--- config.mk ---
export PLATFORM = sky130hd
export DESIGN_NAME = img_controller
export DESIGN_NICKNAME = d
export VERILOG_FILES = /design/src/design/img_pkg.sv /design/src/design/mem_port_if.sv /design/src/design/fletcher_checksum.sv /design/src/design/capture_writer.sv /design/src/design/readout_reader.sv /design/src/design/frame_mem_arbiter.sv /design/src/design/frame_mem.sv /design/src/design/img_controller.sv
export VERILOG_INCLUDE_DIRS = /design/src /design/src/design
export SDC_FILE = /design/constraint.sdc
export NUM_CORES = 2
export LEC_CHECK = 0
export BUFFER_PORTS_ARGS = -buffer_cell sky130_fd_sc_hd__buf_4
export CAP_MARGIN = 10
export CORE_MARGIN = 2
export CORE_UTILIZATION = 40
export CTS_CLUSTER_DIAMETER = 150
export DETAILED_ROUTE_END_ITERATION = 7
export PLACE_DENSITY_LB_ADDON = 0.12
export SETUP_SLACK_MARGIN = 0.1
export SLEW_MARGIN = 0
export SYNTH_ARGS = -nofsm -noshare
export SYNTH_HDL_FRONTEND = slang
export SYNTH_SLANG_ARGS = --single-unit
--- constraint.sdc ---
create_clock -name clk -period 14.2 [get_ports clk]
set_input_delay 2.84 -clock clk [delete_from_list [all_inputs] [get_ports clk]]
set_output_delay 2.84 -clock clk [all_outputs]
set_load 0.005 [all_outputs]
--- src/design/img_consts.svh ---
`ifndef IMG_CONSTS_SVH
`define IMG_CONSTS_SVH

// Header length in 16-bit words
`define IMG_HEADER_WORDS 4

// Frame geometry assumed by a readout
`define IMG_FRAME_WIDTH  8
`define IMG_FRAME_HEIGHT 4

`define IMG_CHECKSUM_WORDS 2

// Header, pixels and checksum of one stored image
`define IMG_WORD_COUNT (`IMG_HEADER_WORDS + `IMG_FRAME_WIDTH * `IMG_FRAME_HEIGHT + \
                        `IMG_CHECKSUM_WORDS)

// Frame memory organisation
`define IMG_BLOCK_DEPTH 64
`define IMG_BLOCK_COUNT 2

// Top pixel bits that classify highlight or shadow
`define IMG_STAT_MASK_BITS 7

`endif

--- src/design/img_pkg.sv ---
`default_nettype none

`include "img_consts.svh"

package img_pkg;

    // Memory and readout word
    typedef logic [15:0] word_t;

    // One sensor sample
    typedef logic [11:0] pixel_t;

    typedef logic [$clog2(`IMG_BLOCK_COUNT)-1:0] block_t;
    typedef logic [$clog2(`IMG_BLOCK_DEPTH)-1:0] addr_t;

    // Command header, sent most significant word first
    typedef logic [`IMG_HEADER_WORDS*16-1:0] header_t;

    typedef logic [0:0] skip_t;

    // Wide enough to count a full block
    typedef logic [$clog2(`IMG_BLOCK_DEPTH):0] word_count_t;

    typedef logic [17:0] stat_count_t;
    typedef logic [31:0] checksum_t;

endpackage

`default_nettype wire

--- src/design/mem_port_if.sv ---
`timescale 1ns/1ns
`default_nettype none

// One requester's access to the frame memory
interface mem_port_if;
    import img_pkg::*;

    logic   req;
    logic   we;
    block_t block;
    addr_t  addr;
    word_t  wdata;

    // Grant comes in the request cycle, read data one cycle later
    logic   gnt;
    word_t  rdata;

    modport requester (
        output req, we, block, addr, wdata,
        input  gnt, rdata
    );

    modport arbiter (
        input  req, we, block, addr, wdata,
        output gnt, rdata
    );

endinterface

`default_nettype wire

--- src/design/fletcher_checksum.sv ---
`timescale 1ns/1ns
`default_nettype none

module fletcher_checksum (
    input  wire logic           clk,
    input  wire logic           clr,
    input  wire logic           en,
    input  wire img_pkg::word_t din,
    output img_pkg::checksum_t  dout
);
    import img_pkg::*;

    word_t sum_a;
    word_t sum_b;
    word_t next_a;

    // Addition modulo 65535, inputs already below the modulus
    function automatic word_t mod_add(input word_t a, input word_t b);
        logic [16:0] s;
        s = {1'b0, a} + {1'b0, b};
        return (s >= 17'd65535) ? word_t'(s - 17'd65535) : s[15:0];
    endfunction

    assign next_a = mod_add(sum_a, din);
    assign dout   = {sum_b, sum_a};

    always_ff @(posedge clk) begin
        if (clr) begin
            sum_a <= '0;
            sum_b <= '0;
        end else if (en) begin
            sum_a <= next_a;
            sum_b <= mod_add(sum_b, next_a);
        end
    end

endmodule

`default_nettype wire

--- src/design/capture_writer.sv ---
`timescale 1ns/1ns
`default_nettype none

`include "img_consts.svh"

module capture_writer (
    input  wire logic             clk,
    input  wire logic             readout_rst,
    input  wire logic             cmd_capture,
    input  wire img_pkg::block_t  cmd_ram_block,
    input  wire img_pkg::skip_t   cmd_skip_count,
    input  wire img_pkg::header_t cmd_header,
    input  wire img_pkg::pixel_t  img_d,
    input  wire logic             img_fv,
    input  wire logic             img_lv,
    mem_port_if.requester         mem,
    output logic                  status_capture_done,
    output img_pkg::word_count_t  status_capture_word_count,
    output img_pkg::stat_count_t  status_highlight_count,
    output img_pkg::stat_count_t  status_shadow_count
);
    import img_pkg::*;

    typedef enum logic [2:0] {
        S_IDLE,
        S_LATCH,
        S_CLEAR,
        S_HEADER,
        S_WAIT_FRAME,
        S_SKIP,
        S_PIXELS,
        S_CHECKSUM
    } state_t;

    localparam int HDR_CNT_BITS = $clog2(`IMG_HEADER_WORDS);

    state_t                        state;
    logic                          capture_q;
    skip_t                         skip_left;
    block_t                        blk_q;
    header_t                       header_q;
    logic [HDR_CNT_BITS-1:0]       hdr_cnt;
    addr_t                         addr_q;
    logic                          req_q;
    word_t                         wdata_q;
    logic                          sum_en;
    logic                          cks_hi;
    logic [1:0]                    fin_pipe;
    checksum_t                     cks;

    // Registered pixel port
    pixel_t                        px_d;
    logic                          fv_q;
    logic                          lv_q;
    logic                          fv_prev;
    logic                          lv_prev;
    logic                          frame_start;

    // Subsample position, wraps every four
    logic [1:0]                    col;
    logic [1:0]                    row;
    logic                          stat_en;
    pixel_t                        stat_px;
    logic [`IMG_STAT_MASK_BITS-1:0] stat_top;

    assign mem.req   = req_q;
    assign mem.we    = 1'b1;
    assign mem.block = blk_q;
    assign mem.addr  = addr_q;
    assign mem.wdata = wdata_q;

    assign frame_start = fv_q && !fv_prev;
    assign stat_top    = stat_px[$bits(pixel_t)-1 -: `IMG_STAT_MASK_BITS];

    // Checksum runs on the little-endian view of header and pixel words
    fletcher_checksum u_checksum (
        .clk  (clk),
        .clr  (!readout_rst || state == S_CLEAR),
        .en   (sum_en && mem.gnt),
        .din  ({wdata_q[7:0], wdata_q[15:8]}),
        .dout (cks)
    );

    always_ff @(posedge clk) begin
        px_d    <= img_d;
        stat_px <= px_d;
    end

    // ==============================
    // Capture sequence
    // ==============================
    always_ff @(posedge clk) begin
        if (!readout_rst) begin
            state                     <= S_IDLE;
            capture_q                 <= 1'b0;
            skip_left                 <= '0;
            blk_q                     <= '0;
            hdr_cnt                   <= '0;
            addr_q                    <= '0;
            req_q                     <= 1'b0;
            sum_en                    <= 1'b0;
            cks_hi                    <= 1'b0;
            fin_pipe                  <= '0;
            fv_q                      <= 1'b0;
            lv_q                      <= 1'b0;
            fv_prev                   <= 1'b0;
            lv_prev                   <= 1'b0;
            col                       <= '0;
            row                       <= '0;
            stat_en                   <= 1'b0;
            status_capture_done       <= 1'b0;
            status_capture_word_count <= '0;
            status_highlight_count    <= '0;
            status_shadow_count       <= '0;
        end else begin
            capture_q <= cmd_capture;
            fv_q      <= img_fv;
            lv_q      <= img_lv;
            fv_prev   <= fv_q;
            lv_prev   <= lv_q;
            req_q     <= 1'b0;
            sum_en    <= 1'b0;
            stat_en   <= (state == S_PIXELS) && lv_q && col == 2'd0 && row == 2'd0;

            col <= lv_q ? col + 2'd1 : 2'd0;
            if (!fv_q) begin
                row <= '0;
            end else if (lv_prev && !lv_q) begin
                row <= row + 2'd1;
            end

            if (req_q && mem.gnt) begin
                addr_q                    <= addr_q + 1'b1;
                status_capture_word_count <= status_capture_word_count + 1'b1;
            end

            if (stat_en) begin
                if (&stat_top) begin
                    status_highlight_count <= status_highlight_count + 1'b1;
                end else if (stat_top == '0) begin
                    status_shadow_count <= status_shadow_count + 1'b1;
                end
            end

            // Done toggles two cycles after the last checksum write
            fin_pipe <= {fin_pipe[0], state == S_CHECKSUM && cks_hi};
            if (fin_pipe[1]) begin
                status_capture_done <= !status_capture_done;
            end

            case (state)
                S_LATCH: begin
                    skip_left <= cmd_skip_count;
                    blk_q     <= cmd_ram_block;
                    state     <= S_CLEAR;
                end
                S_CLEAR: begin
                    status_capture_word_count <= '0;
                    status_highlight_count    <= '0;
                    status_shadow_count       <= '0;
                    addr_q                    <= '0;
                    header_q                  <= cmd_header;
                    hdr_cnt                   <= '0;
                    state                     <= S_HEADER;
                end
                S_HEADER: begin
                    req_q    <= 1'b1;
                    sum_en   <= 1'b1;
                    wdata_q  <= header_q[$bits(header_t)-1 -: $bits(word_t)];
                    header_q <= header_q << $bits(word_t);
                    hdr_cnt  <= hdr_cnt + 1'b1;
                    if (hdr_cnt == HDR_CNT_BITS'(`IMG_HEADER_WORDS - 1)) begin
                        state <= S_WAIT_FRAME;
                    end
                end
                S_WAIT_FRAME: begin
                    if (frame_start) begin
                        state <= (skip_left == '0) ? S_PIXELS : S_SKIP;
                    end
                end
                S_SKIP: begin
                    skip_left <= skip_left - 1'b1;
                    state     <= S_WAIT_FRAME;
                end
                S_PIXELS: begin
                    // Low byte first, high nibble zero-extended
                    req_q   <= lv_q;
                    sum_en  <= lv_q;
                    wdata_q <= {px_d[7:0], 4'b0000, px_d[11:8]};
                    cks_hi  <= 1'b0;
                    if (!fv_q) begin
                        state <= S_CHECKSUM;
                    end
                end
                S_CHECKSUM: begin
                    req_q  <= 1'b1;
                    cks_hi <= 1'b1;
                    if (!cks_hi) begin
                        wdata_q <= {cks[7:0], cks[15:8]};
                    end else begin
                        wdata_q <= {cks[23:16], cks[31:24]};
                        state   <= S_IDLE;
                    end
                end
                default: ;
            endcase

            // A new command restarts the sequence
            if (cmd_capture != capture_q) begin
                state <= S_LATCH;
            end
        end
    end

endmodule

`default_nettype wire

--- src/design/readout_reader.sv ---
`timescale 1ns/1ns
`default_nettype none

`include "img_consts.svh"

module readout_reader (
    input  wire logic            clk,
    input  wire logic            readout_rst,
    input  wire logic            cmd_readout,
    input  wire img_pkg::block_t cmd_ram_block,
    mem_port_if.requester        mem,
    output logic                 readout_start,
    output logic                 readout_ready,
    output img_pkg::word_t       readout_data,
    input  wire logic            readout_trigger
);
    import img_pkg::*;

    typedef enum logic [1:0] {
        R_IDLE,
        R_REQ,
        R_WAIT,
        R_HOLD
    } state_t;

    state_t      state;
    logic        readout_q;
    block_t      blk_q;
    addr_t       addr_q;
    word_count_t taken;

    // Request held steady until granted
    assign mem.req   = (state == R_REQ);
    assign mem.we    = 1'b0;
    assign mem.block = blk_q;
    assign mem.addr  = addr_q;
    assign mem.wdata = '0;

    always_ff @(posedge clk) begin
        if (!readout_rst) begin
            state         <= R_IDLE;
            readout_q     <= 1'b0;
            readout_start <= 1'b0;
            readout_ready <= 1'b0;
            blk_q         <= '0;
            addr_q        <= '0;
            taken         <= '0;
        end else begin
            readout_q <= cmd_readout;

            case (state)
                R_REQ: begin
                    if (mem.gnt) begin
                        state <= R_WAIT;
                    end
                end
                R_WAIT: begin
                    readout_data  <= mem.rdata;
                    readout_ready <= 1'b1;
                    state         <= R_HOLD;
                end
                R_HOLD: begin
                    // Word and address stay put until consumed
                    if (readout_trigger) begin
                        readout_ready <= 1'b0;
                        addr_q        <= addr_q + 1'b1;
                        taken         <= taken + 1'b1;
                        if (taken == word_count_t'(`IMG_WORD_COUNT - 1)) begin
                            state <= R_IDLE;
                        end else begin
                            state <= R_REQ;
                        end
                    end
                end
                default: ;
            endcase

            if (cmd_readout != readout_q) begin
                readout_start <= !readout_start;
                readout_ready <= 1'b0;
                blk_q         <= cmd_ram_block;
                addr_q        <= '0;
                taken         <= '0;
                state         <= R_REQ;
            end
        end
    end

endmodule

`default_nettype wire

--- src/design/frame_mem_arbiter.sv ---
`timescale 1ns/1ns
`default_nettype none

module frame_mem_arbiter (
    input  wire logic            clk,
    input  wire logic            readout_rst,
    mem_port_if.arbiter          wr_port,
    mem_port_if.arbiter          rd_port,
    output logic                 mem_en,
    output logic                 mem_we,
    output img_pkg::block_t      mem_block,
    output img_pkg::addr_t       mem_addr,
    output img_pkg::word_t       mem_wdata,
    input  wire img_pkg::word_t  mem_rdata
);
    logic wr_wins;
    logic rd_owner;

    // Writer has fixed priority so capture never stalls
    assign wr_wins     = wr_port.req;
    assign wr_port.gnt = wr_port.req;
    assign rd_port.gnt = rd_port.req && !wr_wins;
    assign mem_en      = wr_port.req || rd_port.req;

    always_comb begin
        if (wr_wins) begin
            mem_we    = wr_port.we;
            mem_block = wr_port.block;
            mem_addr  = wr_port.addr;
            mem_wdata = wr_port.wdata;
        end else begin
            mem_we    = rd_port.we;
            mem_block = rd_port.block;
            mem_addr  = rd_port.addr;
            mem_wdata = rd_port.wdata;
        end
    end

    // ==============================
    // Read data return
    // ==============================
    always_ff @(posedge clk) begin
        if (!readout_rst) begin
            rd_owner <= 1'b0;
        end else if (mem_en && !mem_we) begin
            rd_owner <= !wr_wins;
        end
    end

    // Only the owner of the last read sees its data
    assign wr_port.rdata = rd_owner ? '0 : mem_rdata;
    assign rd_port.rdata = rd_owner ? mem_rdata : '0;

endmodule

`default_nettype wire

--- src/design/frame_mem.sv ---
`timescale 1ns/1ns
`default_nettype none

`include "img_consts.svh"

module frame_mem (
    input  wire logic           clk,
    input  wire logic           mem_en,
    input  wire logic           mem_we,
    input  wire img_pkg::block_t mem_block,
    input  wire img_pkg::addr_t mem_addr,
    input  wire img_pkg::word_t mem_wdata,
    output img_pkg::word_t      mem_rdata
);
    import img_pkg::*;

    word_t mem_array [`IMG_BLOCK_COUNT][`IMG_BLOCK_DEPTH];

    // Single port, read registered
    always_ff @(posedge clk) begin
        if (mem_en) begin
            if (mem_we) begin
                mem_array[mem_block][mem_addr] <= mem_wdata;
            end else begin
                mem_rdata <= mem_array[mem_block][mem_addr];
            end
        end
    end

endmodule

`default_nettype wire

--- src/design/img_controller.sv ---
`timescale 1ns/1ns
`default_nettype none

module img_controller (
    input  wire logic              clk,
    input  wire logic              readout_rst,
    input  wire logic              cmd_capture,
    input  wire logic              cmd_readout,
    input  wire img_pkg::block_t   cmd_ram_block,
    input  wire img_pkg::skip_t    cmd_skip_count,
    input  wire img_pkg::header_t  cmd_header,
    input  wire img_pkg::pixel_t   img_d,
    input  wire logic              img_fv,
    input  wire logic              img_lv,
    input  wire logic              readout_trigger,
    output logic                   readout_start,
    output logic                   readout_ready,
    output img_pkg::word_t         readout_data,
    output logic                   status_capture_done,
    output img_pkg::word_count_t   status_capture_word_count,
    output img_pkg::stat_count_t   status_highlight_count,
    output img_pkg::stat_count_t   status_shadow_count
);
    import img_pkg::*;

    logic   mem_en;
    logic   mem_we;
    block_t mem_block;
    addr_t  mem_addr;
    word_t  mem_wdata;
    word_t  mem_rdata;

    mem_port_if wr_if ();
    mem_port_if rd_if ();

    // ==============================
    // Peers on the frame memory
    // ==============================
    capture_writer u_writer (
        .clk                       (clk),
        .readout_rst               (readout_rst),
        .cmd_capture               (cmd_capture),
        .cmd_ram_block             (cmd_ram_block),
        .cmd_skip_count            (cmd_skip_count),
        .cmd_header                (cmd_header),
        .img_d                     (img_d),
        .img_fv                    (img_fv),
        .img_lv                    (img_lv),
        .mem                       (wr_if),
        .status_capture_done       (status_capture_done),
        .status_capture_word_count (status_capture_word_count),
        .status_highlight_count    (status_highlight_count),
        .status_shadow_count       (status_shadow_count)
    );

    readout_reader u_reader (
        .clk             (clk),
        .readout_rst     (readout_rst),
        .cmd_readout     (cmd_readout),
        .cmd_ram_block   (cmd_ram_block),
        .mem             (rd_if),
        .readout_start   (readout_start),
        .readout_ready   (readout_ready),
        .readout_data    (readout_data),
        .readout_trigger (readout_trigger)
    );

    // ==============================
    // Shared memory
    // ==============================
    frame_mem_arbiter u_arbiter (
        .clk         (clk),
        .readout_rst (readout_rst),
        .wr_port     (wr_if),
        .rd_port     (rd_if),
        .mem_en      (mem_en),
        .mem_we      (mem_we),
        .mem_block   (mem_block),
        .mem_addr    (mem_addr),
        .mem_wdata   (mem_wdata),
        .mem_rdata   (mem_rdata)
    );

    frame_mem u_mem (
        .clk       (clk),
        .mem_en    (mem_en),
        .mem_we    (mem_we),
        .mem_block (mem_block),
        .mem_addr  (mem_addr),
        .mem_wdata (mem_wdata),
        .mem_rdata (mem_rdata)
    );

endmodule

`default_nettype wire

==> impl_metrics.py <==
metrics = {
    "outcome": {
        "status": "completed",
    },
    "clocking": {
        "cts.sinks": 2303,
        "h-tree-depth": 4,
        "cts_root_buf": "clkbuf_16",
        "numCtsBuffers": 233,
        "cts_resized": 0,
        "clk_latency_ps": 890,
        "postCtsSetupBuffers": 0,
        "clk_pin_slew_worst_paths_ps": 60,
        "cts_tree": "done",
        "ctsLongestPathBuffers": 3,
        "cts_hold_buf": 0,
    },
    "placed_design": {
        "dp_hpwl_um": 169000,
        "placed_cell_area_mm2": 0.0952,
        "pre_cts_ws_ps": 7290,
        "io_buffers": 146,
        "gp_congestion": 0.845,
    },
    "sta": {
        "fmax_mhz": 141,
        "hold_violations": 0,
        "period_minus_slack_ps": 7070,
        "setup_slack_ps": 7130,
        "tightest_slew_ps": 1440,
        "tns_ps": 0,
        "setup_viol": 0,
        "skew_ps": 53.3,
        "min_period_over_period": 0.498,
        "maxSlewHeadroom": 0.0407,
        "grt_setup_unrepaired": "false",
        "drv_slew": 0,
    },
    "cells_and_area": {
        "syn2layout_area_growth_pct": 14.7,
        "seqCellArea_mm2": 0.0677,
        "multiInputGateArea_mm2": 0.0205,
        "nets": 5839,
        "fill_cells": 19366,
        "final_cell_area_mm2": 0.102,
        "drive_above_1_share": 0.179,
        "final_core_util": 0.461,
    },
    "floorplanning": {
        "pin_count": 147,
        "core-area_mm2": 0.222,
        "die-area_mm2": 0.227,
        "die_height_um": 476,
        "start_util": 0.402,
        "rows": 173,
        "die_w_um": 476,
    },
    "global_routing": {
        "antenna_found_initial": 15,
        "grt.total_usage": 0.251,
        "grt_pass1_vias": 51668,
        "overflow": 0,
        "grt_first_pass_wirelength_um": 408000,
        "grt_start_max_net_pins": 98,
    },
    "synth": {
        "synthCells": 5417,
        "synthFlopType": "edfxtp_1",
        "synth.distinct_cells": 85,
        "synthMuxAreaShare": 0.0538,
        "yosysTopAreaCell": "edfxtp_1",
        "synth_top_area_frac": 0.726,
        "synth_area_leaders": "edfxtp_1, dfxtp_1, mux4_2",
        "synthSimpleGateAreaFrac": 0.0493,
        "synth-seq-cells": 2303,
        "async_flop_share": 0,
        "synth_xor_area_frac": 0.00961,
        "seq_area_frac_synth": 0.758,
        "synth.avg_cell_area_um2": 16.5,
        "synthAdderAreaFrac": 0.00661,
        "synth_top_family_by_area": "compound AO/OA/AOI/OAI gates",
        "synth_compound_area_frac": 0.104,
        "synth_area_mm2": 0.0893,
        "syn_nets": 5548,
        "synth_warnings": 0,
        "synth_edf_count": 2160,
    },
    "setup_path": {
        "required_ps": 14960,
        "crit_arrival_ps": 7830,
        "worst_setup_path_start_kind": "register",
        "path_class": "register to register",
        "crit_path_end_kind": "register",
        "cp_max_fo": 12,
    },
    "pwr": {
        "leakage_nw": 35.4,
        "swShare": 0.210,
        "powerDensity_mw_per_mm2": 132,
        "clkPwrFrac": 0.434,
        "ir_drop_mv": 0.138,
        "p_comb_frac": 0.023,
        "fin_total_pwr_mw": 13.6,
        "power_switching_mw": 2.84,
        "seq_power_share": 0.543,
        "intPower_mw": 10.7,
    },
    "routing": {
        "wire_per_inst_um": 32.8,
        "drt_first_iter_violations": 6778,
        "firstDrtPassIters": 6,
        "viasPerCell": 5.99,
        "ant_nets": 0,
        "via_count": 53233,
        "routed_wl_um": 291000,
        "drc": 0,
    },
    "worst_hold_path": {
        "hold_path.class": "register to register",
    },
    "flow_run": {
        "drv_cap": 0,
    },
}
-- final timing paths --
path	from	cells past startpoint	slack, ps	endpoint
worst max-delay path	u_writer.mem.wdata[8]$_DFFE_PP_	22	7130	u_writer.u_checksum.sum_b[8]$_SDFFE_PP0P_
worst min-delay path	u_writer.px_d[5]$_DFF_P_	0	370	u_writer.stat_px[5]$_DFF_P_
worst max register to register	u_writer.mem.wdata[8]$_DFFE_PP_	22	7130	u_writer.u_checksum.sum_b[8]$_SDFFE_PP0P_
worst min register to register	u_writer.px_d[5]$_DFF_P_	0	370	u_writer.stat_px[5]$_DFF_P_
-- cell usage after synthesis, types with 4 or more instances --
cell type and instances:
nand3b_1 7, a2111oi_0 11, o221ai_1 50, or4_1 10, a41oi_1 4, xor2_1 57, buf_4 12, mux2_2 52
a21oi_1 264, a211oi_1 39, edfxtp_1 2160, o21ai_1 16, mux2i_1 143, o41ai_1 9, xnor2_1 41, dfxtp_1 143
buf_1 59, a22oi_1 301, a222oi_1 63, o21a_1 5, o21ai_0 148, o22ai_1 45, and2_1 62, nor2b_1 6
a31oi_1 49, buf_2 149, a21o_1 8, a221oi_1 138, nand3_1 91, nand4_1 29, o211ai_1 6, nor4_1 14
nand2_1 361, or3_1 18, inv_1 23, ha_1 44, nor3_1 38, nand2b_1 12, o31ai_1 7, mux4_2 122
and3_1 15, a221o_1 30, clkbuf_1 111, a22o_1 73, nor2_1 308
-- layout make-up --
| class | instances | share of cell area |
|---|---|---|
| Tap cell | 2975 | 0.0363 |
| Timing Repair Buffer | 391 | 0.0305 |
| Multi-Input combinational cell | 2756 | 0.201 |
| Sequential cell | 2303 | 0.661 |
| Inverter | 23 | 0.000843 |
| Antenna cell | 2 | 0.0000489 |
| Clock inverter | 131 | 0.00980 |
| Clock buffer | 301 | 0.0608 |
-- power groups by stage --
| stage | Combinational, mW | Clock (mW) | Sequential [mW] |
|---|---|---|---|
| floorplan | 0.177 | 0 | 7.49 |
| global placement | 0.307 | 0 | 7.51 |
| detailed placement | 0.309 | 0 | 7.51 |
| CTS | 0.310 | 5.98 | 7.36 |
| global route | 0.327 | 6.24 | 7.36 |
| finish | 0.308 | 5.89 | 7.36 |
-- kinds of logic after synthesis --
family | after synthesis
buf+inv | 358
xor+xnor | 98
simple gates | 988
mux | 320
flops | 2303
fa+ha+maj | 46
compound gates | 1304
-- routing by layer --
metal  wire (um)  GRT usage
met1      126000      0.364
met2      135000      0.393
met3       23300     0.0425
met4        7520     0.0680
met5          38          0
-- layout by cell type, fill, tap and decap left out, types with 50 or more instances in the layout --
cell	synthesis	final
nor2_2	1	97
clkinv_1	0	51
a21oi_1	264	263
nor2_1	308	200
o21ai_0	148	148
o221ai_1	50	50
a22o_1	73	72
xor2_1	57	57
nand2_1	361	361
clkbuf_1	111	60
mux4_2	122	122
a221oi_1	138	138
a222oi_1	63	63
mux2_2	52	51
clkbuf_16	0	238
nand3_1	91	91
buf_4	12	371
dfxtp_1	143	142
edfxtp_1	2160	2160
a22oi_1	301	301
mux2i_1	143	142
-- flip-flops by register name, indices dropped and copies added (netlist names), 12 cells and up --
register and flops:
u_writer.mem.wdata 16, u_writer.u_checksum.sum_b 16, u_writer.status_highlight_count 18, u_writer.px_d 12, u_writer.header_q 64, u_mem.mem_array 2048, u_reader.readout_data 16, u_mem.mem_rdata 16
u_writer.u_checksum.sum_a 16, u_writer.status_shadow_count 18
-- worst max-delay path: stages (launching register included) --
cell	delay, ps
edfxtp_1	390
ha_1	240
fa_1	460
a21oi_1	280
o221ai_2	240
a2111oi_2	390
o211ai_1	230
nor4_2	370
a41oi_2	310
xnor2_1	340
ha_1	230
inv_1	60
fa_1	410
nand2b_1	190
a211oi_2	250
o21a_2	240
nor4_1	70
a211oi_1	510
nand4_1	330
o31ai_2	850
nand3_1	180
and3_1	230
nor3_1	180
-- through the flow --
| step | hold slack, ps | std cells |
|---|---|---|
| after detailed placement | 358 | 8444 |
| after global placement | 361 | 8438 |
| after floorplan | 326 | 5417 |
| after global routing | 376 | 8881 |
| after CTS | 373 | 8876 |
| final | 368 | 8882 |
No activity file was read; power rests on OpenSTA's default activity.
